==> config.mk <==
export PLATFORM = sky130hd
export DESIGN_NAME = busMultiplexer
export DESIGN_NICKNAME = d
export VERILOG_FILES = /design/src/design/datapathPkg.sv /design/src/design/busMultiplexer.sv
export SDC_FILE = /design/constraint.sdc
export NUM_CORES = 1
export LEC_CHECK = 0
export ABC_AREA = 0
export BUFFER_PORTS_ARGS = -buffer_cell sky130_fd_sc_hd__buf_2
export CAP_MARGIN = 40
export CORE_AREA = 2 2 39 41
export DETAILED_ROUTE_END_ITERATION = 6
export DIE_AREA = 0 0 41 43
export SLEW_MARGIN = 15
export SYNTH_ARGS = -nofsm -noshare
export SYNTH_HDL_FRONTEND = slang
export SYNTH_SLANG_ARGS = --single-unit
==> constraint.sdc <==
create_clock -name vclk -period 1.6
set_input_delay 0.24 -clock vclk [all_inputs]
set_output_delay 0.24 -clock vclk [all_outputs]
set_load 0.1 [all_outputs]
==> src/design/datapathPkg.sv <==
`default_nettype none

package datapathPkg;

    localparam int wordWidth = 32; // Bus and register width
    localparam int numRegs = 16;
    localparam int constWidth = 19; // Immediate field of the IR

    // Same codes as the instruction opcode field
    typedef enum logic [4:0] {
        opAdd  = 5'b00011,
        opSub  = 5'b00100,
        opShr  = 5'b00101,
        opShra = 5'b00110,
        opShl  = 5'b00111,
        opRor  = 5'b01000,
        opRol  = 5'b01001,
        opAnd  = 5'b01010,
        opOr   = 5'b01011,
        opMul  = 5'b01111,
        opDiv  = 5'b10000,
        opNeg  = 5'b10001,
        opNot  = 5'b10010,
        opNop  = 5'b11010
    } aluOp;

    typedef logic [numRegs-1:0] regMask; // One bit per general register

    // One control word per clock
    typedef struct packed {
        regMask regIn;
        regMask regOut;
        logic   hiIn;
        logic   hiOut;
        logic   loIn;
        logic   loOut;
        logic   pcIn;
        logic   pcOut;
        logic   irIn;
        logic   marIn;
        logic   mdrIn;
        logic   mdrOut;
        logic   yIn;
        logic   zIn;
        logic   zHighOut;
        logic   zLowOut;
        logic   incPc;    // Z takes bus plus 1
        logic   read;     // MDR takes memory data
        logic   constOut;
        logic   inPortOut;
        aluOp   aluOp;
    } controlWord;

    // Register form and immediate form of the same IR word
    typedef union packed {
        struct packed {
            logic [4:0]  opcode;
            logic [3:0]  ra;
            logic [3:0]  rb;
            logic [3:0]  rc;
            logic [14:0] spare;
        } regForm;
        struct packed {
            logic [4:0]            opcode;
            logic [3:0]            ra;
            logic [3:0]            rb;
            logic [constWidth-1:0] constant;
        } immForm;
    } instrWord;

    typedef enum logic [3:0] {
        srcReg,
        srcHi,
        srcLo,
        srcZHigh,
        srcZLow,
        srcPc,
        srcMdr,
        srcInPort,
        srcConst,
        srcNone
    } busSource;

endpackage

`default_nettype wire

==> src/design/busMultiplexer.sv <==
`timescale 1ns/100ps
`default_nettype none

module busMultiplexer (
    input  datapathPkg::regMask   regOut,
    input  logic                  hiOut,
    input  logic                  loOut,
    input  logic                  zHighOut,
    input  logic                  zLowOut,
    input  logic                  pcOut,
    input  logic                  mdrOut,
    input  logic                  inPortOut,
    input  logic                  constOut,
    output datapathPkg::busSource source
);
    import datapathPkg::*;

    // Fixed priority, at most one driver ever reaches the bus
    always_comb begin
        if (mdrOut) begin
            source = srcMdr;
        end else if (pcOut) begin
            source = srcPc;
        end else if (zLowOut) begin
            source = srcZLow;
        end else if (zHighOut) begin
            source = srcZHigh;
        end else if (hiOut) begin
            source = srcHi;
        end else if (loOut) begin
            source = srcLo;
        end else if (inPortOut) begin
            source = srcInPort;
        end else if (constOut) begin
            source = srcConst;
        end else if (|regOut) begin
            source = srcReg; // Register file picks the lowest index
        end else begin
            source = srcNone;
        end
    end

endmodule

`default_nettype wire

Word level (Yosys, flattened, before mapping)
Cells that the tools add are included.
Word-level totals
  bits in registers: 0
  output and inout bits: 4
Cells by class
  muxes and demuxes: 9
  reductions and logical operators: 1
Operators with widths (count)
  4-bit 2-to-1 mux: 9
  16-bit OR reduction: 1

Longest topological paths before layout
  word-level depth: 10
  mapped depth: 4
  gate-level depth less buffers: 4

Worst setup path before layout
Ideal clock, no wire load.
  path type: input -> output
  start: input port regOut[2]
  end: output port source[3]
  data arrival time: 2.905 ns
  setup slack: -1.545 ns
  cell stages on the path: 3
  cell sequence: nor4_1 nand4_1 a211oi_1
Between the ends
  longest elaborated chain between the ends: 10
RTL lines
  start: declaration: RTL line busMultiplexer.sv:5  | input datapathPkg::regMask regOut,
  16-bit OR reduction: RTL line busMultiplexer.sv:36  | end else if (|regOut) begin
  4-bit 2-to-1 mux: RTL line busMultiplexer.sv:36
  4-bit 2-to-1 mux: RTL line busMultiplexer.sv:34  | end else if (constOut) begin
  4-bit 2-to-1 mux: RTL line busMultiplexer.sv:32  | end else if (inPortOut) begin
  4-bit 2-to-1 mux: RTL line busMultiplexer.sv:30  | end else if (loOut) begin
  4-bit 2-to-1 mux: RTL line busMultiplexer.sv:28  | end else if (hiOut) begin
  4-bit 2-to-1 mux: RTL line busMultiplexer.sv:26  | end else if (zHighOut) begin
  4-bit 2-to-1 mux: RTL line busMultiplexer.sv:24  | end else if (zLowOut) begin
  4-bit 2-to-1 mux: RTL line busMultiplexer.sv:22  | end else if (pcOut) begin
  4-bit 2-to-1 mux: RTL line busMultiplexer.sv:20  | if (mdrOut) begin
  end: declaration: RTL line busMultiplexer.sv:14  | output datapathPkg::busSource source
No other way between the ends.

Worst setup path in the final report
  start: input port regOut[0]
  end: output port source[0]
Same word-level chain as after synthesis.

==> summary.md <==
| Metric | Value |
|---|---|
| Detailed-route wire length per cell | `9.833 um` |
| Yosys warnings | `0` |
| Max FO, Critical Path | `2` |
| Failing checks | `negative setup slack` |
| Gr usage total | `0.09191` |
| Synthesis-to-layout area growth | `267.3%` |
| Initial antenna violation count | `0` |
| Final setup fails | `1` |
| Max-cap violation count | `0` |
| Pwr/cell area | `278.2 nW/um^2` |
| Logic pwr share | `1.000` |
| Switching portion of total power | `0.5441` |
| CP cell instances | `buf_2, nor4_4, nand4_1, or4_4, a21oi_4, buf_12` |
| F_max | `571.5 MHz` |
| Placed cell area | `426.7 sq um` |
| Worst path depth | `6` |
| Worst slew margin | `0.8503` |
| Arr. time, crit path | `1.51 ns` |
| Share of layout cells above drive strength 1 | `0.7200` |
| Vias in the first global route | `309` |
| Clk_buf instances | `0` |
| Final period util | `1.094` |
| NumNets Final | `76` |
| Fin. Hold Viols | `0` |
| Tot Pwr | `0.1291 mW` |
| Pint | `0.05888 mW` |
| Tmin final | `1.750 ns` |
| Sequential area share after synthesis | `0` |
| Fin area | `464.2 sq um` |
| Yosys cell types | `13` |
| RSZ-0062 raised after global routing | `true` |
| Hold path start | `mdrOut` |
| Pleak | `0.1899 nW` |
| Global-route wire length before repair | `1200 um` |
| RePlAce Congestion | `0.6100` |
| Core area | `1384 sq um` |
| Max VDD drop | `99.99 uV` |
| Post-layout util | `0.3354` |
| Measured slew at the worst slew-check pin | `0.2229 ns` |
| Ant diodes | `0` |
| Sequential Power Share | `0` |
| Total congestion overflow | `0` |
| Largest net degree at the start of global routing | `5` |
| Family with the most delay on the worst path | `simple AND/OR/NAND/NOR gates` |
| Worst Setup Start Kind | `input pin` |
| Crit path from | `regOut[0]` |
| Syn Inst Count | `21` |
| Vias/cell | `4.424` |
| Setup crit end kind | `output pin` |
| Drt drc | `0` |
| Routed wire length | `649 um` |
| Setup CP Type | `in -> out` |
| Sw Pwr | `0.07026 mW` |
| IO buf count | `28` |
| I/O pins | `28` |
| Seq cells | `0` |
| Hold slack | `0.8166 ns` |
| Post-DP HPWL | `592.7 um` |
| Filler Cell Count | `142` |
| Syn nets | `45` |
| Clk pwr share | `0` |
| WP buf/inv | `2` |
| Hold Path Class | `in -> out` |
| Hold-fix buffers, CTS | `0` |
| Post-Syn Area per Cell | `6.018 sq um` |
| Via Count | `292` |
| Initial drt markers | `2` |
| Netlist Area Pre-Place | `126.4 sq um` |
| FP Rows | `14` |
| Status | `finished with violations` |
| Width of the die | `41 um` |
| Hold Path End | `source[0]` |
| WP data required | `1.36 ns` |
| CP max stage delay | `0.44 ns` |
| Final setup margin | `-0.1497 ns` |
| Die ar. | `1763 sq um` |
| Dpl ws | `-0.2042 ns` |
| WHS Path Cells | `3` |
| Initial Util | `0.09132` |
| Antenna Nets Post-Route | `0` |
| Slowest cell on crit path | `or4_4` |
| DRT Pass-1 Iters | `2` |
| Max Slew Vio Count | `0` |
| FF+latch area | `0 sq um` |
| Die height | `43 um` |
| Post CTS Setup Buffer Count | `0` |
==> timing repair <==
action	CTS	global route
setup endpoints to repair	2	2
pin swaps	2	0
resized for setup	6	0
==> power by group through the flow <==
stage / clock network, mW / registers [mW] / logic (mW)
finish: 0 / 0 / 0.129
global route: 0 / 0 / 0.137
CTS: 0 / 0 / 0.130
detailed placement: 0 / 0 / 0.121
global placement: 0 / 0 / 0.120
floorplan: 0 / 0 / 0.0530
==> worst max-delay path by stage <==
stage                end  slack, ns
4_1_cts        source[0]      -0.17
2_1_floorplan  source[0]      -0.34
3_5_place_dp   source[0]      -0.20
3_3_place_gp   source[0]      -0.19
6_report       source[0]      -0.15
5_1_grt        source[0]      -0.24
==> layout make-up <==
| class | count | area [sq um] | area share |
|---|---|---|---|
| well taps | 16 | 20.02 | 0.04313 |
| inverters | 1 | 3.754 | 0.008086 |
| repair buffers | 29 | 245.2 | 0.5283 |
| multi-input cells | 20 | 195.2 | 0.4205 |
==> kinds of logic (layout without fill, tap and decap cells) <==
kind of cell,count (synthesis),in the layout,synth area share
and+or+nand+nor,15,15,0.7030
buffers and inverters,1,30,0.02967
AOI/OAI and AO/OA,5,5,0.2673
==> per-layer routing <==
metal  GRT usage  up-vias  wire length, um
met2      0.1844       23              347
met3     0.01571        0              106
met1     0.09494      128              195
li1            -      141                -
met4           0        0                0
met5           0        -                0
==> cells in the final DEF, fill, tap and decap left out, types with 2 or more instances in the layout <==
cell,netlist,final
nand2b_1,2,2
nor2_1,5,5
nor4_4,0,3
buf_12,0,4
buf_6,0,6
buf_2,0,18
==> stage by stage <==
step	instances	setup TNS, ns
2_1_floorplan	21	-0.5762
3_3_place_gp	66	-0.2276
3_5_place_dp	66	-0.2572
4_1_cts	66	-0.1659
5_1_grt	66	-0.3139
6_report	66	-0.1497
==> cells in the mapped netlist, drive strengths merged <==
cell    number  area share
o21ai        1       0.040
inv          1       0.030
nand4        1       0.050
a21oi        2       0.079
nand3b       1       0.059
nor2         5        0.15
a2111o       1       0.089
or4          1       0.059
nor3         1       0.040
nand2b       2       0.099
a211oi       1       0.059
nor4         4        0.25
Power figures use the tool's default switching activity.
