$ cat config.mk
export PLATFORM = sky130hd
export DESIGN_NAME = instructionUnit
export DESIGN_NICKNAME = d
export VERILOG_FILES = /design/src/design/datapathPkg.sv /design/src/design/instructionUnit.sv
export SDC_FILE = /design/constraint.sdc
export NUM_CORES = 1
export LEC_CHECK = 0
export ABC_CLOCK_PERIOD_IN_PS = 1700
export BUFFER_PORTS_ARGS = -buffer_cell sky130_fd_sc_hd__buf_2
export CORE_ASPECT_RATIO = 1.25
export CORE_MARGIN = 3
export CORE_UTILIZATION = 35
export CTS_BUF_LIST = sky130_fd_sc_hd__clkbuf_16
export DETAILED_ROUTE_END_ITERATION = 6
export PLACE_DENSITY = 0.66
export SYNTH_ARGS = -nofsm -noshare
export SYNTH_HDL_FRONTEND = slang
export SYNTH_SLANG_ARGS = --single-unit
$ cat constraint.sdc
create_clock -name clock -period 1.7 [get_ports clock]
set_clock_uncertainty 0.15 [all_clocks]
set_input_delay 0.17 -clock clock [delete_from_list [all_inputs] [get_ports clock]]
set_output_delay 0.17 -clock clock [all_outputs]
set_load 0.1 [all_outputs]
$ cat src/design/datapathPkg.sv
`default_nettype none

package datapathPkg;

    localparam int wordWidth = 32; // Bus and register width
    localparam int numRegs = 16;
    localparam int constWidth = 19; // Immediate field of the IR

    // Same codes as the instruction opcode field
    typedef enum logic [4:0] {
        opAdd  = 5'b00011,
        opSub  = 5'b00100,
        opShr  = 5'b00101,
        opShra = 5'b00110,
        opShl  = 5'b00111,
        opRor  = 5'b01000,
        opRol  = 5'b01001,
        opAnd  = 5'b01010,
        opOr   = 5'b01011,
        opMul  = 5'b01111,
        opDiv  = 5'b10000,
        opNeg  = 5'b10001,
        opNot  = 5'b10010,
        opNop  = 5'b11010
    } aluOp;

    typedef logic [numRegs-1:0] regMask; // One bit per general register

    // One control word per clock
    typedef struct packed {
        regMask regIn;
        regMask regOut;
        logic   hiIn;
        logic   hiOut;
        logic   loIn;
        logic   loOut;
        logic   pcIn;
        logic   pcOut;
        logic   irIn;
        logic   marIn;
        logic   mdrIn;
        logic   mdrOut;
        logic   yIn;
        logic   zIn;
        logic   zHighOut;
        logic   zLowOut;
        logic   incPc;    // Z takes bus plus 1
        logic   read;     // MDR takes memory data
        logic   constOut;
        logic   inPortOut;
        aluOp   aluOp;
    } controlWord;

    // Register form and immediate form of the same IR word
    typedef union packed {
        struct packed {
            logic [4:0]  opcode;
            logic [3:0]  ra;
            logic [3:0]  rb;
            logic [3:0]  rc;
            logic [14:0] spare;
        } regForm;
        struct packed {
            logic [4:0]            opcode;
            logic [3:0]            ra;
            logic [3:0]            rb;
            logic [constWidth-1:0] constant;
        } immForm;
    } instrWord;

    typedef enum logic [3:0] {
        srcReg,
        srcHi,
        srcLo,
        srcZHigh,
        srcZLow,
        srcPc,
        srcMdr,
        srcInPort,
        srcConst,
        srcNone
    } busSource;

endpackage

`default_nettype wire

$ cat src/design/instructionUnit.sv
`timescale 1ns/100ps
`default_nettype none

module instructionUnit (
    input  logic                             clock,
    input  logic                             reset,
    input  logic [datapathPkg::wordWidth-1:0] busData,
    input  logic [datapathPkg::wordWidth-1:0] inPortData,
    input  logic                             pcIn,
    input  logic                             irIn,
    output logic [datapathPkg::wordWidth-1:0] pcData,
    output logic [datapathPkg::wordWidth-1:0] constData,
    output logic [datapathPkg::wordWidth-1:0] inPortReg,
    output datapathPkg::instrWord            irData
);
    import datapathPkg::*;

    logic signBit;

    always_ff @(posedge clock) begin
        if (reset) begin
            pcData <= '0;
            irData <= '0;
        end else begin
            if (pcIn) begin
                pcData <= busData;
            end
            if (irIn) begin
                irData <= busData; // Stored as the raw word
            end
        end
    end

    // Input port has no load enable
    always_ff @(posedge clock) begin
        if (reset) begin
            inPortReg <= '0;
        end else begin
            inPortReg <= inPortData;
        end
    end

    // Immediate view of the IR, sign extended to a full word
    assign signBit = irData.immForm.constant[constWidth-1];
    assign constData = {{(wordWidth - constWidth){signBit}}, irData.immForm.constant};

endmodule

`default_nettype wire

After elaboration in Yosys (flattened, before gate mapping)
Index checks and enable logic that the tools add are counted.
Widths: inputs -> output; s select.
{"block": "totals", "regBits": 96, "latch_bits": 0, "ram_bits": 0, "mem_bits_ro": 0, "input_bits": 68, "out_inout_bits": 128, "n_memories": 0}
{"block": "classes", "add_sub_neg": 0, "n_mul": 0, "div": 0, "magnitude_cmp": 0, "n_eq_ne": 0, "n_shift": 0, "n_mux": 0, "bitwise": 0, "reduce_logical": 0}

Logic depth before layout (Yosys ltp)
{"block": "logic_depth", "depth_word": 0, "ltp_mapped": 4, "depth_no_buf": 2}

Worst setup path after synthesis
No wires, ideal clock.
{"block": "synth_timing", "kind": "register to output", "from": "register irData[18] (netlist name)", "to": "output port constData[19] (netlist name)", "arrival_time_ns": 1.606, "required_ns": 1.380, "path_slack_ns": -0.226, "stages_incl_launch_ff": 2, "cell_sequence": "dfxtp_1 -> buf_4"}
{"item": "start, declared", "line": "instructionUnit.sv:14", "source": "output datapathPkg::instrWord irData"}
{"item": "start signal, assigned", "line": "instructionUnit.sv:29", "source": "irData <= busData;"}
{"item": "end, declared", "line": "instructionUnit.sv:12", "source": "output logic [datapathPkg::wordWidth-1:0] constData,"}
No word-level cell between the ends.

Worst setup path in the final report
{"block": "layout_timing", "from": "register irData[18] (netlist name)", "to": "output port constData[18] (netlist name)"}
No word-level cell between the ends.

==> impl_metrics.toml <==
[logic_synthesis]
yosysSeqAreaShare = 0.555
yosys.area_share.xor_xnor = 0
yosys-top-cells-count = "dfxtp_1, mux2i_1, nor2_1, buf_4, nor2b_1"
avgSynthCellArea_um2 = 11.3
yosys-top-cells-area = "dfxtp_1, mux2i_1, buf_4"
synth_top_family_by_area = "multiplexers"
async_flop_share = 0
synth_most_common_cell = "dfxtp_1"
ys_types = 9
synth_top_area_cell = "dfxtp_1"
synth_compound_area_frac = 0
synthesis.area_mm2 = 0.00346
synth-main-ff-cell = "dfxtp_1"
yosys_register_bits = 96
synthMuxAreaShare = 0.185
synth_nets = 375
synth_top_area_share = 0.555
syn_inst = 307
ys_warn_count = 0
synth-edff-count = 0
synthAdderAreaFrac = 0
synth-simple-area-share = 0.127

[global_route]
grt_pass1_wl_mm = 13.0
grt_pass1_vias = 2741
grt_overflow = 0
grt_usage = 0.151
grt_max_degree = 97
antenna_found_initial = 0

[timing]
relSlewSlack = 0.666
rsz0062_at_grt = "false"
period_needed_ns = 1.54
setup-tns-final_ns = 0
setup-violations-final = 0
clock.fmax_mhz = 649
layout_worst_path_cycle_share = 0.906
finalHoldViolations = 0
slew_viol_final = 0
worst_pin_slew_ns = 0.504

[layout]
multi_input_area_mm2 = 0.00108
fin_nets = 597
n_antenna_cell = 0
area_growth_pct = 47.7
layout-drive-gt1-share = 0.398
fillCellCount = 839
fin_cells = 656
regArea_mm2 = 0.00192

[critical_path]
path_buf_inv = 1
required_ns = 1.38
reg2reg_to = "irData[18]$_SDFFE_PP0P_"
r2r_start = "irData[18]$_SDFFE_PP0P_"
cp_max_fo = 16
crit_type = "register to output port"
critical_path_arrival_ns = 1.22
cp_slowest_stage_delay_ns = 0.46
r2r_cells = 2
cp_top_family = "buffers and inverters"
cp_cell_sequence = "buf_2"
start_kind = "register"
r2r_slack_ns = 0.87
endpoint_kind = "output port"
crit_slowest_cell = "buf_2"

[cts]
clk_pin_slew_ns = 0.06
numCtsBuffers = 9
cts_root_buffer = "clkbuf_16"
cts_resized = 0
tritoncts = "yes"
clk_latency_ns = 0.32
clk_path_buf_depth = 2
clock-sinks = 96
htreeDepth = 3

[placement]
dp_hpwl_mm = 5.31
io_buffers = 195
place.gp.congestion = 0.685
dp_cells = 577

[power_and_ir_drop]
p_leak_nw = 2.70
peakVddDrop_uv = 703
p_per_area_mw_per_mm2 = 1220

[worst_hold_path]
whs_endpoint = "irData[31]$_SDFFE_PP0P_"
hold_path_class = "primary input to register"
hold_depth = 3
min_from = "reset"

[floorplanning]
die_area_mm2 = 0.0111
ios = 196
die_h_um = 117
fp-row-count = 39
die_width_um = 94.9
start_util = 0.369
coreArea_mm2 = 0.00937

[route]
via_per_inst = 4.26
first_pass_iters = 4
wl_per_cell_um = 13.0
num_vias = 2797
drc_errors = 0
drtAntennaViolNets = 0
wl_mm = 8.51
drt_iter0_markers = 82

[status]
outcome = "finished clean"

[flow_run]
max_cap_violations = 0
## kinds of logic after synthesis
group,after synthesis
flops,96
mux,64
simple gates,96
buf+inv,51
## placed cells by master, fill, tap and decap left out
cell | synthesis | final
dlygate4sd3_1 | 0 | 64
dfxtp_1 | 96 | 95
bufinv_16 | 0 | 1
dfxtp_2 | 0 | 1
inv_1 | 0 | 1
clkinv_1 | 0 | 1
clkbuf_16 | 0 | 9
buf_12 | 6 | 3
mux2i_1 | 64 | 64
nor2_1 | 64 | 64
buf_2 | 3 | 195
nor2b_1 | 32 | 32
clkinv_2 | 0 | 3
## metrics by stage
stage / hold slack, ns / utilization / power, mW / worst slack, ns / cell area, um^2
global placement: 0.227 / 0.448 / 4.26 / 0.521 / 4190
finish: 0.194 / 0.546 / 6.23 / 0.159 / 5110
global route: 0.215 / 0.546 / 6.47 / 0.0818 / 5110
floorplan: 0.148 / - / 4.07 / 0.00729 / 3460
detailed placement: 0.232 / 0.448 / 4.28 / 0.507 / 4190
CTS: 0.194 / 0.546 / 6.30 / 0.136 / 5110
## how the worst max path moves through the flow
| stage | start | end | cells after the start |
|---|---|---|---|
| floorplan | irData[0]$_SDFFE_PP0P_ | irData[0] | 1 |
| global placement | irData[18]$_SDFFE_PP0P_ | constData[18] | 1 |
| detailed placement | irData[18]$_SDFFE_PP0P_ | constData[18] | 1 |
| CTS | irData[18]$_SDFFE_PP0P_ | constData[18] | 1 |
| global route | irData[18]$_SDFFE_PP0P_ | constData[30] | 1 |
| finish | irData[18]$_SDFFE_PP0P_ | constData[18] | 1 |
## state kept, by name, indices dropped and copies added, names as in the netlist
signal / count
inPortReg: 32
irData: 32
pcData: 32
## cell type report
type	count	area share
sequential	96	0.376
timing repair buffer	262	0.328
multi-input combinational	160	0.211
clock buffer	9	0.0441
tap	123	0.0301
clock inverter	6	0.0103
## power breakdown
group | switching, mW | internal, mW
Clock | 0.779 | 1.11
Sequential | 0.0612 | 2.38
Combinational | 1.52 | 0.382
## layer usage
metal	track usage	up-vias	wire length, um
met4	0.0664	0	153
met2	0.270	122	4370
met3	0.0454	13	674
li1	-	1397	-
met1	0.165	1265	3310
met5	0	-	0
## what timing repair did
item	CTS	global route
hold endpoints to repair	96	0
buffers inserted	0	0
hold buffers	64	0
Note: power is estimated with default switching activity, not from simulation.
