## src/design/datapathPkg.sv

```systemverilog
`default_nettype none

package datapathPkg;

    localparam int wordWidth = 32; // Bus and register width
    localparam int numRegs = 16;
    localparam int constWidth = 19; // Immediate field of the IR

    // Same codes as the instruction opcode field
    typedef enum logic [4:0] {
        opAdd  = 5'b00011,
        opSub  = 5'b00100,
        opShr  = 5'b00101,
        opShra = 5'b00110,
        opShl  = 5'b00111,
        opRor  = 5'b01000,
        opRol  = 5'b01001,
        opAnd  = 5'b01010,
        opOr   = 5'b01011,
        opMul  = 5'b01111,
        opDiv  = 5'b10000,
        opNeg  = 5'b10001,
        opNot  = 5'b10010,
        opNop  = 5'b11010
    } aluOp;

    typedef logic [numRegs-1:0] regMask; // One bit per general register

    // One control word per clock
    typedef struct packed {
        regMask regIn;
        regMask regOut;
        logic   hiIn;
        logic   hiOut;
        logic   loIn;
        logic   loOut;
        logic   pcIn;
        logic   pcOut;
        logic   irIn;
        logic   marIn;
        logic   mdrIn;
        logic   mdrOut;
        logic   yIn;
        logic   zIn;
        logic   zHighOut;
        logic   zLowOut;
        logic   incPc;    // Z takes bus plus 1
        logic   read;     // MDR takes memory data
        logic   constOut;
        logic   inPortOut;
        aluOp   aluOp;
    } controlWord;

    // Register form and immediate form of the same IR word
    typedef union packed {
        struct packed {
            logic [4:0]  opcode;
            logic [3:0]  ra;
            logic [3:0]  rb;
            logic [3:0]  rc;
            logic [14:0] spare;
        } regForm;
        struct packed {
            logic [4:0]            opcode;
            logic [3:0]            ra;
            logic [3:0]            rb;
            logic [constWidth-1:0] constant;
        } immForm;
    } instrWord;

    typedef enum logic [3:0] {
        srcReg,
        srcHi,
        srcLo,
        srcZHigh,
        srcZLow,
        srcPc,
        srcMdr,
        srcInPort,
        srcConst,
        srcNone
    } busSource;

endpackage

`default_nettype wire

```

## src/design/registerFile.sv

```systemverilog
`timescale 1ns/100ps
`default_nettype none

module registerFile (
    input  logic                             clock,
    input  logic                             reset,
    input  logic [datapathPkg::wordWidth-1:0] busData,
    input  datapathPkg::regMask              regIn,
    input  datapathPkg::regMask              regOut,
    input  logic                             hiIn,
    input  logic                             loIn,
    output logic [datapathPkg::wordWidth-1:0] gpData,
    output logic [datapathPkg::wordWidth-1:0] hiData,
    output logic [datapathPkg::wordWidth-1:0] loData
);
    import datapathPkg::*;

    logic [wordWidth-1:0] gpRegs [numRegs];

    // Several registers may load the same bus value at once
    always_ff @(posedge clock) begin
        if (reset) begin
            for (int i = 0; i < numRegs; i++) begin
                gpRegs[i] <= '0;
            end
        end else begin
            for (int i = 0; i < numRegs; i++) begin
                if (regIn[i]) begin
                    gpRegs[i] <= busData;
                end
            end
        end
    end

    // Wide result halves
    always_ff @(posedge clock) begin
        if (reset) begin
            hiData <= '0;
            loData <= '0;
        end else begin
            if (hiIn) begin
                hiData <= busData;
            end
            if (loIn) begin
                loData <= busData;
            end
        end
    end

    // Walk down so the lowest set bit wins, as on the bus
    always_comb begin
        gpData = '0;
        for (int i = numRegs - 1; i >= 0; i--) begin
            if (regOut[i]) begin
                gpData = gpRegs[i];
            end
        end
    end

endmodule

`default_nettype wire

```

## config.mk

```make
export PLATFORM = sky130hd
export DESIGN_NAME = registerFile
export DESIGN_NICKNAME = d
export VERILOG_FILES = /design/src/design/datapathPkg.sv /design/src/design/registerFile.sv
export SDC_FILE = /design/constraint.sdc
export NUM_CORES = 1
export LEC_CHECK = 0
export ABC_AREA = 1
export BUFFER_PORTS_ARGS = -buffer_cell sky130_fd_sc_hd__buf_2
export CORE_MARGIN = 2
export CORE_UTILIZATION = 35
export DETAILED_ROUTE_END_ITERATION = 16
export PLACE_DENSITY = 0.55
export RECOVER_POWER = 50
export SLEW_MARGIN = 25
export SYNTH_ARGS = -nofsm -noshare
export SYNTH_HDL_FRONTEND = slang
export SYNTH_SLANG_ARGS = --single-unit
export TNS_END_PERCENT = 5
```

## constraint.sdc

```tcl
create_clock -name clock -period 1.34 [get_ports clock]
set_input_delay 0.134 -clock clock [delete_from_list [all_inputs] [get_ports clock]]
set_output_delay 0.134 -clock clock [all_outputs]
set_load 0.005 [all_outputs]
```

Word-level counts from Yosys, hierarchy flattened
Memory sizes are Yosys's and may differ from the RTL's.
Cells that the tools add are included.
{ "word_totals": {"regBits": 64, "ramBits": 512, "in_bits": 68, "output_inout_bits": 96, "wordCells": 101, "n_memories": 1} }
{ "mem_list": {"columns": ["memory", "words", "word_bits", "read_ports", "rd_ports_with_merged_regs", "write_ports", "line", "source"], "rows": [
  ["gpRegs", 16, 32, 16, 0, 16, "registerFile.sv:18", "logic [wordWidth-1:0] gpRegs [numRegs];"]
]} }
{ "op_classes": {"muxes": 82, "bitwise_logic": 16} }
{ "ops": {"columns": ["operator", "n"], "rows": [
  ["$mux 32", 32],
  ["$mux 1", 50],
  ["$or 1x1->1", 16]
]} }

Depth between registers and ports, before layout
{ "logic_depth": {"depth_word": 16, "depth_mapped": 19, "depth_no_buf": 17} }

Worst setup path after synthesis
No wires, ideal clock.
{ "synth_path": {"path_type": "input port to output port", "start": "input port regOut[13]", "end": "output port gpData[3] (netlist name)", "t_arrival_ns": 1.306, "t_required_ns": 1.206, "slack_ns": -0.100, "path_stages": 17, "n_path_buf": 2, "cell_sequence": "buf_6 -> buf_2 -> a21oi_1 -> nand2_1 -> nand2_1 -> nand3_1 -> nand3_1 -> nand3_1 -> nand3_1 -> nand3_1 -> nand3_1 -> nand3_1 -> nand3_1 -> nand2_1 -> nand2_1 -> nand2_1 -> nand2_1"} }
{ "synth_via": {"elab_chain_cells": 14} }
{ "synth_lines": {"columns": ["element", "line", "source"], "rows": [
  ["start, declared", "registerFile.sv:9", "input datapathPkg::regMask regOut,"],
  ["$mux 32 (14 in a row)", "registerFile.sv:54", "if (regOut[i]) begin"],
  ["end, declared", "registerFile.sv:12", "output logic [datapathPkg::wordWidth-1:0] gpData,"]
]} }
No other way between the ends.

==> key figures <==
Critical path
  – Crit Path Class: flip-flop to primary output
  – CP max stage cell: edfxtp_1
  – Worst path required time: 1.21 ns
  – CP Capture Type: primary output
  – Most frequent CP cell: nand2_1
  – Max Fanout on Critical Path: 1
  – R2r startpoint: loData[17]$_SDFFE_PP0P_
  – Crit-path cells: a21oi_1 > nand2_1 > nand2_1 > nand2_1 > nand3_1 > nand3_1 > nand3_1 > nand3_1 > nand3_1 > nand3_2 > nand3_2 > nand3_1 > nand2_1 > nand2_1 > nand2_1 > nand2_1 > buf_2
  – Slowest cell delay on critical path: roughly 0.36 ns
  – Critical Path Start: gpRegs[1][195]$_DFFE_PP_
  – Crit path DAT: 2.42 ns
  – CP Launch Type: flip-flop

Logic synthesis
  – Synth top area share: 0.601
  – Sequential fraction of the synthesis area: 0.651
  – Largest family of logic cells by synthesized area: simple AND/OR/NAND/NOR gates
  – Synth Area in XOR/XNOR: 0
  – Simple-gate share of the synthesized area: 0.213
  – Async SR Flop Fraction: 0
  – EDFF count, synth: 512
  – Post-synthesis mux area share: 0
  – Cell with the most instances after synthesis: edfxtp_1
  – Adder-Cell Fraction of Synth Area: 0
  – Synth top cells by count: edfxtp_1, nand2_1, nor2_1
  – Post-synthesis cell type count: 25
  – Syn. warnings: 0
  – Largest cells by area after synthesis: edfxtp_1, nand2_1, nor2_1
  – Net count after synthesis: approximately 2.5k
  – Register bit total from synthesis: 576
  – Area leader, netlist: edfxtp_1
  – Synth Flop Type: edfxtp_1
  – Average cell area after synthesis: 10.5 sq um
  – Synth Area in Compound Gates: 0.0568
  – Syn Inst Count: 2,437
  – Synthesized area: about 0.026 sq mm

CTS
  – Clk buf depth: 3
  – Clock latency on the worst-skew pair: 0.61 ns
  – CTS tree: built
  – CTS clk-pin slew, worst paths: 0.06 ns
  – H-Tree Depth: 2
  – CTS sink count: 576
  – Num CTS Buffers: 58
  – Clk root buf: clkbuf_16

Finish
  – Multi-input gate area: roughly 0.0074 sq mm
  – Layout cells sized above 1: 0.250
  – # diodes: 0
  – Storage cell area: 0.0167 sq mm
  – Fill count: 6,986
  – P&R area growth vs syn: 19.7%
  – Final Core Density: 0.422
  – Final nets: about 2.7k
  – Non-filler cells, final: 3,683

Detailed routing
  – Iteration-0 DRC Markers: 1,104
  – First-pass detailed-route iteration total: 5
  – Vias per cell: 4.72
  – DR WL/cell: approximately 17 um
  – Vias: 17.4k
  – Detailed Route WL: 62.2 mm
  – DRC violations left: 0
  – Antenna viol nets, final: 0

Timing
  – Final min period: approximately 2.6 ns
  – Final hold viol count: 0
  – Final setup viols: 37
  – Slew HR: 0.576
  – Slew @ Worst Pin: ~0.64 ns
  – Fin. max-slew vios: 0
  – Setup WS post-layout: -1.21 ns
  – Fmax: 0.392 GHz
  – Final Cycle Share: 1.90
  – RSZ-0062 raised after global routing: true
  – Clock Skew: 0 ns

Global route
  – Initial antenna violation count: 2
  – Largest net degree at the start of global routing: 65
  – First-pass GRT wire length: 98.3 mm
  – Tot GR Track Use: 0.163
  – GRT Residual Overflow: 0
  – Vias in the first global route: 17.5k

Power and ir drop
  – Sw power: 9.95 mW
  – Clock network fraction of total power: 0.377
  – Combinational share of power: 0.108
  – Seq pwr share: 0.515
  – Sw frac: 0.238
  – Maximum vdd drop: 1.04 mV
  – Power per standard cell area: roughly 1400 mW/mm^2
  – Leakage power: 12.7 nW
  – Internal power: 31.9 mW

Floorplanning
  – Initial Util: 0.352
  – DIE HEIGHT: approximately 270 um
  – IO Pins: 164
  – DIE AREA: 0.0752 sq mm
  – Die Span X: roughly 270 um
  – Row cnt: 99
  – Core Area: 0.0726 sq mm

Worst hold path
  – Hold Path Origin: busData[22]
  – Hold Path Class: input port to flip-flop

Placement
  – Dpl ws: -0.823 ns
  – Placed cell count: 3,552
  – GPL Wtd Cong: 0.768
  – IO buf count: 163
  – Final HPWL DP: 42.0 mm

Run
  – Max_cap viols: 0

Run status
  – Outcome: finished with violations
  – Failing checks: setup timing
-- power by group through the flow --
| stage | clock, mW | sequential [mW] | combinational (mW) |
|---|---|---|---|
| after detailed placement | 0 | 21.9 | 4.39 |
| after CTS | 16.2 | 21.5 | 4.50 |
| after floorplan | 0 | 21.8 | 2.72 |
| after global routing | 16.8 | 21.7 | 5.04 |
| final | 15.8 | 21.6 | 4.51 |
| after global placement | 0 | 21.8 | 4.32 |
-- final cells by class --
cell class	instances	share of cell area
sequential	576	0.544
multi-input combinational	1530	0.242
timing repair buffer	377	0.0969
clock buffer	89	0.0580
tap	959	0.0392
inverter	138	0.0172
clock inverter	14	0.00237
-- what timing repair did --
action / in CTS / in global routing
hold buffers: 28 / 0
endpoints found under the hold margin: 96 / 0
resized for setup: 16 / 105
setup buffers: 0 / 0
pin swaps: 11 / 47
endpoints found under the setup margin: 32 / 35
-- cell families (layout without fill, tap and decap cells) --
family	after synthesis	after routing
DFF	576	576
buffers and inverters	331	618
and+or+nand+nor	1242	1242
AOI/OAI and AO/OA	288	288
-- worst paths after layout --
check,to,slack [ns],cells past startpoint
worst max-delay path,gpData[3],-1.21,17
worst min-delay path,gpRegs[0][22]$_SDFFCE_PN0P_,0.05,3
worst max register to register,loData[17]$_SDFFE_PP0P_,0.13,3
worst min register to register,hiData[10]$_SDFFE_PP0P_,0.52,2
-- worst max-delay path: cells and delay by family, from the launching register on --
kind / cells / cell delay, ns
AOI/OAI and AO/OA: 1 / 0.14
buffers and inverters: 1 / 0.12
DFF: 1 / 0.36
and+or+nand+nor: 15 / 1.16
-- through the flow --
step / hold WS, ns / cell area (sq um) / power, mW / setup TNS (ns)
floorplan: 0.316 / 25600 / 24.5 / -3.05
global placement: 0.399 / 28200 / 26.2 / -28.28
detailed placement: 0.404 / 28200 / 26.3 / -32.93
CTS: 0.0123 / 30400 / 42.2 / -37.15
global route: 0.0585 / 30600 / 43.5 / -62.98
finish: 0.0461 / 30600 / 41.9 / -36.21
-- metal layers --
metal | global-route usage | wire, um | vias to the layer above
met1 | 0.221 | 28500 | 8318
met3 | 0.0291 | 3060 | 72
li1 | - | - | 8637
met4 | 0.0316 | 896 | 4
met2 | 0.275 | 29700 | 371
met5 | 0 | 26 | -
-- state kept, by name, indices dropped and copies added (netlist names) --
signal	flops
gpRegs	512
loData	32
hiData	32
-- cells in the final DEF, fill, tap and decap left out --
| master | instances |
|---|---|
| edfxtp_1 | 512 |
| nor2_1 | 416 |
| nand2_1 | 412 |
| a21oi_1 | 199 |
| nand3_1 | 180 |
| buf_2 | 160 |
| inv_1 | 132 |
| buf_4 | 127 |
| nand3_2 | 108 |
| or2_2 | 104 |
| dfxtp_1 | 64 |
| clkbuf_16 | 63 |
| o21ai_0 | 61 |
| buf_12 | 35 |
| dlygate4sd3_1 | 28 |
| a21oi_2 | 25 |
| clkbuf_1 | 20 |
| nand2_2 | 14 |
| clkbuf_4 | 11 |
| clkinv_1 | 10 |
| clkbuf_8 | 10 |
| buf_6 | 10 |
| or2_1 | 8 |
| clkinv_2 | 6 |
| o21ai_1 | 2 |
| inv_2 | 2 |
| o21ai_2 | 1 |
| inv_8 | 1 |
| clkinv_8 | 1 |
| buf_8 | 1 |
| clkbuf_2 | 1 |
Power figures use the tool's default switching activity.
