`src/design/datapathPkg.sv`:
```
`default_nettype none

package datapathPkg;

    localparam int wordWidth = 32; // Bus and register width
    localparam int numRegs = 16;
    localparam int constWidth = 19; // Immediate field of the IR

    // Same codes as the instruction opcode field
    typedef enum logic [4:0] {
        opAdd  = 5'b00011,
        opSub  = 5'b00100,
        opShr  = 5'b00101,
        opShra = 5'b00110,
        opShl  = 5'b00111,
        opRor  = 5'b01000,
        opRol  = 5'b01001,
        opAnd  = 5'b01010,
        opOr   = 5'b01011,
        opMul  = 5'b01111,
        opDiv  = 5'b10000,
        opNeg  = 5'b10001,
        opNot  = 5'b10010,
        opNop  = 5'b11010
    } aluOp;

    typedef logic [numRegs-1:0] regMask; // One bit per general register

    // One control word per clock
    typedef struct packed {
        regMask regIn;
        regMask regOut;
        logic   hiIn;
        logic   hiOut;
        logic   loIn;
        logic   loOut;
        logic   pcIn;
        logic   pcOut;
        logic   irIn;
        logic   marIn;
        logic   mdrIn;
        logic   mdrOut;
        logic   yIn;
        logic   zIn;
        logic   zHighOut;
        logic   zLowOut;
        logic   incPc;    // Z takes bus plus 1
        logic   read;     // MDR takes memory data
        logic   constOut;
        logic   inPortOut;
        aluOp   aluOp;
    } controlWord;

    // Register form and immediate form of the same IR word
    typedef union packed {
        struct packed {
            logic [4:0]  opcode;
            logic [3:0]  ra;
            logic [3:0]  rb;
            logic [3:0]  rc;
            logic [14:0] spare;
        } regForm;
        struct packed {
            logic [4:0]            opcode;
            logic [3:0]            ra;
            logic [3:0]            rb;
            logic [constWidth-1:0] constant;
        } immForm;
    } instrWord;

    typedef enum logic [3:0] {
        srcReg,
        srcHi,
        srcLo,
        srcZHigh,
        srcZLow,
        srcPc,
        srcMdr,
        srcInPort,
        srcConst,
        srcNone
    } busSource;

endpackage

`default_nettype wire

```
`src/design/memoryInterface.sv`:
```
`timescale 1ns/100ps
`default_nettype none

module memoryInterface (
    input  logic                             clock,
    input  logic                             reset,
    input  logic [datapathPkg::wordWidth-1:0] busData,
    input  logic [datapathPkg::wordWidth-1:0] memDataIn,
    input  logic                             read,
    input  logic                             mdrIn,
    input  logic                             marIn,
    output logic [datapathPkg::wordWidth-1:0] mdrData,
    output logic [datapathPkg::wordWidth-1:0] marOut
);
    import datapathPkg::*;

    logic [wordWidth-1:0] mdrNext;

    // Memory data has precedence over the bus
    assign mdrNext = read ? memDataIn : busData;

    always_ff @(posedge clock) begin
        if (reset) begin
            mdrData <= '0;
        end else if (mdrIn) begin
            mdrData <= mdrNext;
        end
    end

    // Address goes straight out to memory
    always_ff @(posedge clock) begin
        if (reset) begin
            marOut <= '0;
        end else if (marIn) begin
            marOut <= busData;
        end
    end

endmodule

`default_nettype wire

```
`config.mk`:
```
export PLATFORM = sky130hd
export DESIGN_NAME = memoryInterface
export DESIGN_NICKNAME = d
export VERILOG_FILES = /design/src/design/datapathPkg.sv /design/src/design/memoryInterface.sv
export SDC_FILE = /design/constraint.sdc
export NUM_CORES = 1
export LEC_CHECK = 0
export BUFFER_PORTS_ARGS = -buffer_cell sky130_fd_sc_hd__buf_2
export CORE_MARGIN = 1.5
export CORE_UTILIZATION = 45
export DETAILED_ROUTE_END_ITERATION = 8
export GPL_ROUTABILITY_DRIVEN = 0
export PLACE_DENSITY = 0.82
export SLEW_MARGIN = 25
export SYNTH_ARGS = -nofsm -noshare
export SYNTH_HDL_FRONTEND = slang
export SYNTH_SLANG_ARGS = --single-unit
```
`constraint.sdc`:
```
create_clock -name clock -period 1.25 [get_ports clock]
set_clock_uncertainty 0.2 [all_clocks]
set_input_delay 0.0625 -clock clock [delete_from_list [all_inputs] [get_ports clock]]
set_output_delay 0.0625 -clock clock [all_outputs]
set_load 0.02 [all_outputs]
```
=== After elaboration in Yosys (flattened, before gate mapping) ===
Cells that the tools add are included.
Widths: inputs -> output; s select.

* Flip-flop bits (word level): 64
* Input bits: 69
* Output and inout port bits: 64
* Word-level logic and storage cells: 3

* Muxes and demuxes: 1

{| class="wikitable"
|+ Operator list
! cell !! number
|-
| $mux 32 || 1
|}

=== Longest topological paths before layout ===
Gate-level depths: netlist of run 1.

* Word-level depth: 1
* Mapped depth: 4

=== Worst setup path before layout of run 1 ===
No wires, ideal clock.

* Path type: reg-to-reg
* From: reg mdrData[31] (netlist name)
* To: reg mdrData[31] (netlist name)
* Library setup time: 86 ps
* Arrival: 664 ps
* Data required time: 964 ps
* Setup slack: 300 ps
* Cell stages (with the launch flop): 3
* Path buffers: 0
* Clock period less this slack: 950 ps
* Cells stage by stage: dfxtp_1 -> nor2_1 -> a211oi_1

{| class="wikitable"
|+ RTL lines
! what !! line !! text
|-
| to (signal assigned) || memoryInterface.sv:26 || <nowiki>mdrData <= mdrNext;</nowiki>
|-
| to (decl) || memoryInterface.sv:12 || <nowiki>output logic [datapathPkg::wordWidth-1:0] mdrData,</nowiki>
|}

==> results of run 1 <==
[repair_timing]
action,in CTS,in global routing
gates resized for setup,0,9
endpoints found under the setup margin,0,14
hold buffers,65,0
hold endpoints to repair,64,0
[stage by stage]
step                cells  TNS [ns]  instance area (µm²)
global placement      435         0                 3290
CTS                   514         0                 4100
detailed placement    435         0                 3290
global route          516  -0.00633                 4180
floorplan             246         0                 2560
finish                516         0                 4180
[kinds of logic (layout without fill, tap and decap cells)]
family / Yosys count / count (layout)
compound gates: 32 / 32
buf+inv: 22 / 220
mux: 64 / 64
flops: 64 / 64
simple gates: 64 / 64
[layer usage]
layer | track usage, % | wire (µm)
met1 | 29.1 | 3220
met5 | 0 | 0
met3 | 5.35 | 407
met4 | 9.46 | 123
met2 | 46.4 | 4190
[state kept, by name (all words and copies together), names as in the netlist]
signal,count
marOut,32
mdrData,32
[cells in the final DEF (no fill, tap or decap)]
master,count
a211oi_1,26
dfxtp_1,64
nor2_1,64
clkbuf_1,3
clkinv_2,1
buf_12,7
buf_2,131
clkbuf_16,2
buf_6,1
clkbuf_8,10
a211oi_2,6
dlygate4sd3_1,65
mux2i_1,64
[where the power goes]
group	internal (µW)	total [µW]	switching, µW
logic	516	1060	542
clock network	752	1480	725
registers	2180	2250	70.9
total	3450	4780	1340
[worst min path at each step]
stage                startpoint         end  slack, ns  cells after the start
floorplan            busData[0]   marOut[0]       0.01                      2
global placement     busData[4]   marOut[4]       0.11                      3
detailed placement  busData[31]  marOut[31]       0.12                      3
CTS                       reset   marOut[8]      0.001                      3
global route              reset   marOut[7]       0.02                      3
finish                    reset  marOut[26]      0.003                      3
[worst max-delay path: stages]
cell and delay (ns):
dlygate4sd3_1 0.57, buf_6 0.16, buf_12 0.16, nor2_1 0.05
a211oi_1 0.24
[area by class of cell]
type | count | area, µm²
Clock inverter | 1 | 5.00
Tap cell | 72 | 90.1
Clock buffer | 13 | 149
Multi-Input combinational cell | 160 | 1150
Timing Repair Buffer | 206 | 1510
Sequential cell | 64 | 1280
Fill cell | 363 | 1320
==> out/results.tsv, run 1 <==
stage	metric	value	unit
logic_synthesis	synthCells	246	
sta	setup_viol	0	
job	cap_viol_max_count	0	
power_and_ir_drop	worst_ir_drop_vdd	0.815	mV
worst_setup_path	path_max_fanout	19	
final_layout	areaGrowthSynthToFinish	63.4	%
grt	antenna_found_initial	0	
grt	first_global_vias	2574	
worst_setup_path	cp.required	1.27	ns
sta	fin_crit	1.24	ns
logic_synthesis	synth_seq_cells	64	
logic_synthesis	synth_commonest_cells	64 x dfxtp_1, 64 x mux2i_1, 64 x nor2_1	
grt	globalRouteOverflowTotal	0	
final_layout	layout-drive-gt1-share	35.6	%
logic_synthesis	synth_edf_count	0	
route	vias_per_cell	5.01	
logic_synthesis	synth_ff_type	dfxtp_1	
clock_tree	root_buffer	clkbuf_8	
route	drtIter0Drc	109	
logic_synthesis	synth_top_family_by_area	multiplexers	
logic_synthesis	syn_area	2560	µm²
final_layout	utilization	76.0	%
floorplanning	rows	27	
clock_tree	clock_latency	0.32	ns
final_layout	nets	510	
sta	slew_headroom	79.6	%
floorplanning	num_io_pins	133	
logic_synthesis	synthAdderAreaFrac	0	%
placed_design	dpl.hpwl	4310	µm
floorplanning	dieArea	6150	µm²
worst_setup_path	worst_setup_path_start_kind	input port	
clock_tree	htreeDepth	3	
logic_synthesis	synthTopCellsByArea	dfxtp_1 50%, mux2i_1 25%, a211oi_1 9.4%	
placed_design	io_buffer_count	132	
grt	grtUsageTotal	25.5	%
route	drcViolationCount	0	
grt	grt_max_degree	65	
logic_synthesis	synth_xor_area_share	0	%
logic_synthesis	yosysTopAreaCell	dfxtp_1	
clock_tree	cts_made_buffers	9	
logic_synthesis	synth.top_cell.area_share	50.0	%
logic_synthesis	ys_warn_count	0	
sta	holdWs	0.00350	ns
grt	grt_pass1_wl	12200	µm
clock_tree	path_clk_slew	0.06	ns
power_and_ir_drop	power_per_cell_area	1140	nW/µm²
route	vias	2585	
sta	period_share	99.1	%
route	drt-total-wl	7940	µm
floorplanning	fp.dieW	78.4	µm
sta	max_freq	807	MHz
clock_tree	cts.sinks	64	
min_path	min_path_type	input port to register	
logic_synthesis	yosysSeqAreaShare	50.0	%
route	antenna_left	0	
floorplanning	start_util	46.5	%
worst_setup_path	r2r-start	mdrData[16]	
status	status	finished clean	
worst_setup_path	critPathKind	input port to register	
logic_synthesis	muxShareOfSynthArea	25.0	%
power_and_ir_drop	leakage	0.00209	µW
logic_synthesis	synthArstFlopShare	0	%
clock_tree	cts_max_path_buffers	2	
logic_synthesis	synthSimpleGateAreaFrac	9.38	%
route	wl_per_cell	15.4	µm
worst_setup_path	arrival	1.26	ns
final_layout	diodes	0	
clock_tree	cts_tree	yes	
worst_setup_path	reg2reg_slack	0.31	ns
logic_synthesis	syn_nets	315	
floorplanning	die_h	78.4	µm
sta	maxSlewViolCount	0	
sta	worstMarginPinSlew	0.305	ns
clock_tree	post_cts_buffers	0	
worst_setup_path	reg2reg_depth	2	
sta	layout_setup_ws	0.0107	ns
worst_setup_path	endpoint_kind	register	
logic_synthesis	ys_types	10	
worst_setup_path	rr_endpoint	mdrData[16]	
power_and_ir_drop	report.power.total	4780	µW
route	dr.pass1.iters	5	
worst_setup_path	endpoint	mdrData[16]	
worst_setup_path	startpoint	mdrIn	
logic_synthesis	synth_area_per_cell	10.4	µm²
placed_design	pre_cts_slack	0.210	ns
logic_synthesis	synth_compound_area_share	9.38	%
floorplanning	core	5510	µm²
sta	hold_violations	0	
No activity file was read; power rests on OpenSTA's default activity.
==> run 2, diff against run 1 <==
Settings changed: CELL_PAD_IN_SITES_DETAIL_PLACEMENT set to 1, CELL_PAD_IN_SITES_GLOBAL_PLACEMENT set to 2, CORE_UTILIZATION 45 to 25, PLACE_DENSITY 0.82 to 0.79.
==> run 2 against run 1 <==
Sequential cell count unchanged. Final cell count up 13%. Design area up 2.8%. Combinational power about the same. Critical path depth unchanged. Maximum frequency up 2.6%. Highest routed layer unchanged. Routed wire length up 16%. Clock-buffer cell count down 2. Sequential share of layout area down 0.85 points. Core utilization down 32 points.
==> out/results.tsv, run 2 (same netlist as run 1, synthesis figures left out) <==
stage	metric	value	unit	change
worst_setup_path	critPathTopFamily	buffers and inverters		unchanged
final_layout	layout_common_cells	131 x buf_2, 68 x dlygate4sd3_1, 64 x mux2i_1, 64 x nor2_1, 64 x dfxtp_1		was 131 x buf_2, 65 x dlygate4sd3_1, 64 x mux2i_1, 64 x nor2_1, 64 x dfxtp_1
route	vias	2583		was 2585
final_layout	final-seq-area	1280	µm²	unchanged
clock_tree	post_cts_buffers	0		unchanged
min_path	min_path_type	input port to register		unchanged
route	vias_per_cell	4.43		was 5.01
worst_setup_path	path_max_fanout	15		was 19
final_layout	utilization	43.6	%	was 76.0%
job	cap_viol_max_count	0		unchanged
grt	grtUsageTotal	16.6	%	was 25.5%
sta	period_share	96.6	%	was 99.1%
route	wl_per_cell	15.8	µm	was 15.4 µm
clock_tree	root_buffer	clkbuf_8		unchanged
route	drtIter0Drc	62		was 109
worst_setup_path	cp_num_buf_inv	3		unchanged
worst_setup_path	critPathKind	input port to register		unchanged
floorplanning	start_util	26.0	%	was 46.5%
final_layout	multi_input_area	1120	µm²	was 1150 µm²
worst_setup_path	reg2reg_slack	0.27	ns	was 0.31 ns
clock_tree	path_clk_slew	0.07	ns	was 0.06 ns
sta	setup_viol	0		unchanged
clock_tree	cts_made_buffers	9		unchanged
sta	layout_setup_ws	0.0425	ns	was 0.0107 ns
route	antenna_left	0		unchanged
placed_design	dp.cells	496		was 435
grt	grt_max_degree	65		unchanged
worst_setup_path	crit_slowest_cell	dlygate4sd3_1		unchanged
placed_design	dpl.hpwl	5190	µm	was 4310 µm
final_layout	nFillCells	1145		was 363
grt	antenna_found_initial	1		was 0
sta	setup-tns-final	0	ns	unchanged
floorplanning	fp.dieW	104	µm	was 78.4 µm
sta	worstMarginPinSlew	0.324	ns	was 0.305 ns
grt	grt_pass1_wl	14300	µm	was 12200 µm
floorplanning	dieArea	10900	µm²	was 6150 µm²
final_layout	nets	513		was 510
power_and_ir_drop	worst_ir_drop_vdd	0.479	mV	was 0.815 mV
sta	maxSlewViolCount	0		unchanged
final_layout	layout-drive-gt1-share	34.7	%	was 35.6%
worst_setup_path	worst_setup_path_start_kind	input port		unchanged
worst_setup_path	endpoint_kind	register		unchanged
final_layout	fin_cells	583		was 516
min_path	hp-start	marIn		was reset
route	dr.pass1.iters	4		was 5
final_layout	top_regs	marOut: 32 flops, mdrData: 32 flops		unchanged
clock_tree	cts.sinks	64		unchanged
clock_tree	clock_latency	0.34	ns	was 0.32 ns
clock_tree	htreeDepth	3		unchanged
sta	fin_crit	1.21	ns	was 1.24 ns
grt	globalRouteOverflowTotal	0		unchanged
sta	holdWs	0.0608	ns	was 0.00350 ns
worst_setup_path	arrival	1.24	ns	was 1.26 ns
floorplanning	num_io_pins	133		unchanged
power_and_ir_drop	leakage	0.00212	µW	was 0.00209 µW
final_layout	areaGrowthSynthToFinish	68.1	%	was 63.4%
placed_design	pre_cts_slack	0.173	ns	was 0.210 ns
sta	rsz0062_at_grt	false		
worst_setup_path	startpoint	mdrIn		unchanged
floorplanning	rows	36		was 27
sta	max_freq	828	MHz	was 807 MHz
power_and_ir_drop	power_per_cell_area	1190	nW/µm²	was 1140 nW/µm²
route	drcViolationCount	0		unchanged
sta	slew_headroom	78.4	%	was 79.6%
floorplanning	core	9860	µm²	was 5510 µm²
worst_setup_path	critPathMaxStageDelay	0.53	ns	was 0.57 ns
status	status	finished clean		unchanged
clock_tree	cts_max_path_buffers	2		unchanged
route	drt-total-wl	9230	µm	was 7940 µm
final_layout	layout_commonest_cell	buf_2		unchanged
grt	first_global_vias	2847		was 2574
placed_design	io_buffer_count	132		unchanged
worst_setup_path	r2r-start	marOut[30]		was mdrData[16]
worst_setup_path	cp.required	1.28	ns	was 1.27 ns
floorplanning	die_h	104	µm	was 78.4 µm
clock_tree	cts_tree	yes		unchanged
worst_setup_path	crit_chain	dlygate4sd3_1 -> buf_4 -> buf_12 -> nor2_1 -> a211oi_1		was dlygate4sd3_1 -> buf_6 -> buf_12 -> nor2_1 -> a211oi_1
sta	hold_violations	0		unchanged
## run 2: cell count changes in the layout (fill, tap and decap cells not counted), sizes merged
cell	previous run	this run
bufinv	0	1
clkbuf	15	13
clkinv	1	3
clkinvlp	0	1
diode	0	1
dlygate4sd3	65	68
## run 2: final timing paths
path | endpoint | cells past startpoint
hold / removal | marOut[13] | 4
hold reg to reg | mdrData[10] | 2
setup reg to reg | marOut[30] | 2
setup / recovery | mdrData[25] | 5
## run 2: worst reg2reg max path, stage by stage, from the launching register on
cell and delay [ns]:
dfxtp_1 0.33, mux2i_1 0.21, nor2_1 0.11
## run 2: layer usage
metal	vias up	part of all wire (%)	track usage (%)
met4	0	1.4	5.06
met2	77	53	30.8
met1	1242	40	17.6
met3	9	5.2	5.51
li1	1255	-	-
met5	-	0	0
## run 2: timing repair
action,CTS,global route
endpoints found under the hold margin,64,0
hold buffers,68,0
endpoints found under the setup margin,0,2
gates resized for setup,0,2
## run 2: layout make-up
type                       count  share of cell area, %
sequential                    64                   29.8
clock inverter                 5                   1.31
clock buffer                  11                   3.29
tap                          133                   3.87
multi-input combinational    160                   26.1
timing repair buffer         209                   35.6
antenna                        1                 0.0582
## run 2: power breakdown
group | switching (µW) | internal [µW]
clock | 850 | 974
combinational | 548 | 516
sequential | 68.9 | 2180
## run 2: metrics by stage
stage	cell area [µm²]	power [µW]
after global routing	4300	5400
after detailed placement	3370	3160
after floorplan	2560	2810
after CTS	4250	5180
final	4300	5130
after global placement	3370	3130
==> run 3, diff against run 2 <==
Settings changed: RECOVER_POWER set to 100, SETUP_SLACK_MARGIN set to 0.1.
==> run 3 against run 2 <==
The flow now finishes with violations (negative hold slack). Total power grew 0.17%. Combinational power is essentially flat. Core utilization fell by 0.29 points. Sequential share of layout area grew 0.26 points. Final cell count shrank 0.51%. Critical endpoint unchanged. Largest cell class unchanged.
==> out/results.tsv, run 3 (same netlist as run 1, synthesis figures left out) <==
stage	metric	value	unit	change
clock_tree	hold_buffers	66		was 68
floorplanning	num_io_pins	133		unchanged
route	drtIter0Drc	62		unchanged
sta	maxSlewViolCount	0		unchanged
sta	worstMarginPinSlew	0.280	ns	was 0.324 ns
placed_design	io_buffer_count	132		unchanged
clock_tree	path_clk_slew	0.08	ns	was 0.07 ns
job	cap_viol_max_count	0		unchanged
grt	antenna_found_initial	1		unchanged
worst_setup_path	arrival	1.18	ns	was 1.24 ns
floorplanning	dieArea	10900	µm²	unchanged
clock_tree	cts_made_buffers	9		unchanged
placed_design	dpl.hpwl	5190	µm	unchanged
status	status	complete, but fails checks		was finished clean
clock_tree	htreeDepth	3		unchanged
worst_setup_path	path_max_fanout	32		was 15
route	wl_per_cell	16.0	µm	was 15.8 µm
worst_setup_path	crit_chain	dlygate4sd3_1 -> buf_2 -> buf_6 -> a211oi_1		was dlygate4sd3_1 -> buf_4 -> buf_12 -> nor2_1 -> a211oi_1
grt	grt_pass1_wl	14200	µm	was 14300 µm
clock_tree	clock_latency	0.33	ns	was 0.34 ns
power_and_ir_drop	power_per_cell_area	1200	nW/µm²	was 1190 nW/µm²
route	drcViolationCount	0		unchanged
final_layout	areaGrowthSynthToFinish	67.0	%	was 68.1%
worst_setup_path	endpoint_kind	register		unchanged
sta	fin_crit	1.15	ns	was 1.21 ns
grt	globalRouteOverflowTotal	0		unchanged
floorplanning	die_h	104	µm	unchanged
worst_setup_path	crit_slowest_cell	dlygate4sd3_1		unchanged
sta	max_freq	873	MHz	was 828 MHz
floorplanning	start_util	26.0	%	unchanged
floorplanning	core	9860	µm²	unchanged
route	drt-total-wl	9260	µm	was 9230 µm
grt	grt_max_degree	65		unchanged
floorplanning	fp.dieW	104	µm	unchanged
power_and_ir_drop	leakage	0.00207	µW	was 0.00212 µW
floorplanning	rows	36		unchanged
sta	holdWs	-0.0155	ns	was 0.0608 ns
route	vias	2541		was 2583
final_layout	layout_commonest_cell	buf_2		unchanged
final_layout	layout-drive-gt1-share	35.2	%	was 34.7%
min_path	min_path_type	input port to register		unchanged
sta	period_share	91.6	%	was 96.6%
clock_tree	root_buffer	clkbuf_8		unchanged
final_layout	layout_common_cells	75 x buf_2, 66 x dlygate4sd3_1, 64 x mux2i_1, 64 x nor2_1, 62 x dfxtp_1		was 131 x buf_2, 68 x dlygate4sd3_1, 64 x mux2i_1, 64 x nor2_1, 64 x dfxtp_1
grt	first_global_vias	2837		was 2847
sta	setup_viol	0		unchanged
worst_setup_path	cp.required	1.28	ns	about the same
worst_setup_path	critPathMaxStageDelay	0.53	ns	about the same
clock_tree	cts.sinks	64		unchanged
status	violations	negative hold slack		
clock_tree	cts_max_path_buffers	2		unchanged
sta	rsz0062_at_grt	true		was false
worst_setup_path	worst_setup_path_start_kind	input port		unchanged
power_and_ir_drop	worst_ir_drop_vdd	0.477	mV	was 0.479 mV
clock_tree	cts_tree	yes		unchanged
sta	setup-tns-final	0	ns	unchanged
route	antenna_left	0		unchanged
sta	slew_headroom	81.3	%	was 78.4%
grt	grtUsageTotal	16.6	%	about the same
route	vias_per_cell	4.38		was 4.43
sta	hold_violations	14		was 0
route	dr.pass1.iters	3		was 4
final_layout	nets	510		was 513
final_layout	top_regs	marOut: 32 flops, mdrData: 32 flops		unchanged
worst_setup_path	critPathKind	input port to register		unchanged
## run 3: cell types whose count changed in the layout (fill, tap and decap cells not counted)
cell / previous run / this run
dfxtp_2: 0 / 2
dlygate4sd3_1: 68 / 66
buf_2: 131 / 75
clkbuf_16: 2 / 1
dfxtp_1: 64 / 62
buf_6: 0 / 1
clkbuf_2: 0 / 47
buf_4: 1 / 10
buf_12: 7 / 6
## run 3: path summary, 6_finish.rpt
kind | start | to | slack (ns) | cells past startpoint
worst min-delay path | marIn | marOut[14] | -0.02 | 4
worst max-delay path | reset | mdrData[25] | 0.10 | 4
worst min register to register | mdrData[10] | mdrData[10] | 0.28 | 2
worst max register to register | marOut[30] | marOut[30] | 0.27 | 2
## run 3: power breakdown
group | internal [µW] | leakage (µW) | switching [µW]
registers | 2180 | 0.000531 | 74.5
clock network | 974 | 0.0000993 | 861
logic | 509 | 0.00144 | 546
## run 3: routing by layer
layer  track usage [%]  part of all wire, %
met1              17.6                   41
met2              30.7                   53
met3              5.51                  5.4
met4              5.06                 0.94
met5                 0                    0
## run 3: repair_timing
action | 4_1_cts | 5_1_grt
resized for setup | 1 | 54
setup endpoints to repair | 1 | 45
cloned | 0 | 1
hold endpoints to repair | 64 | 17
setup buffers | 0 | 0
## run 3: worst max-delay path: cells and delay by family
family	cells	cell delay (ns)
AO/OA/AOI/OAI	1	0.23
buffers and inverters	3	0.88
## run 3: through the flow
stage	area (µm²)	setup WS [ns]	total power, µW	instances	utilization, %
5_1_grt	4270	0.0527	5400	580	43.3
6_report	4270	0.105	5140	580	43.3
3_5_place_dp	3370	0.173	3160	496	34.2
3_3_place_gp	3370	0.178	3130	496	34.2
4_1_cts	4230	0.102	5170	578	42.9
2_1_floorplan	2560	0.300	2810	246	-
## run 3: cell type report
type | instances | area [µm²]
fillers | 1133 | 5590
repair buffers | 206 | 1500
flip-flops and latches | 64 | 1280
multi-input cells | 160 | 1120
well taps | 133 | 166
clock buffers | 11 | 141
clock inverters | 5 | 56.3
diodes | 1 | 2.50
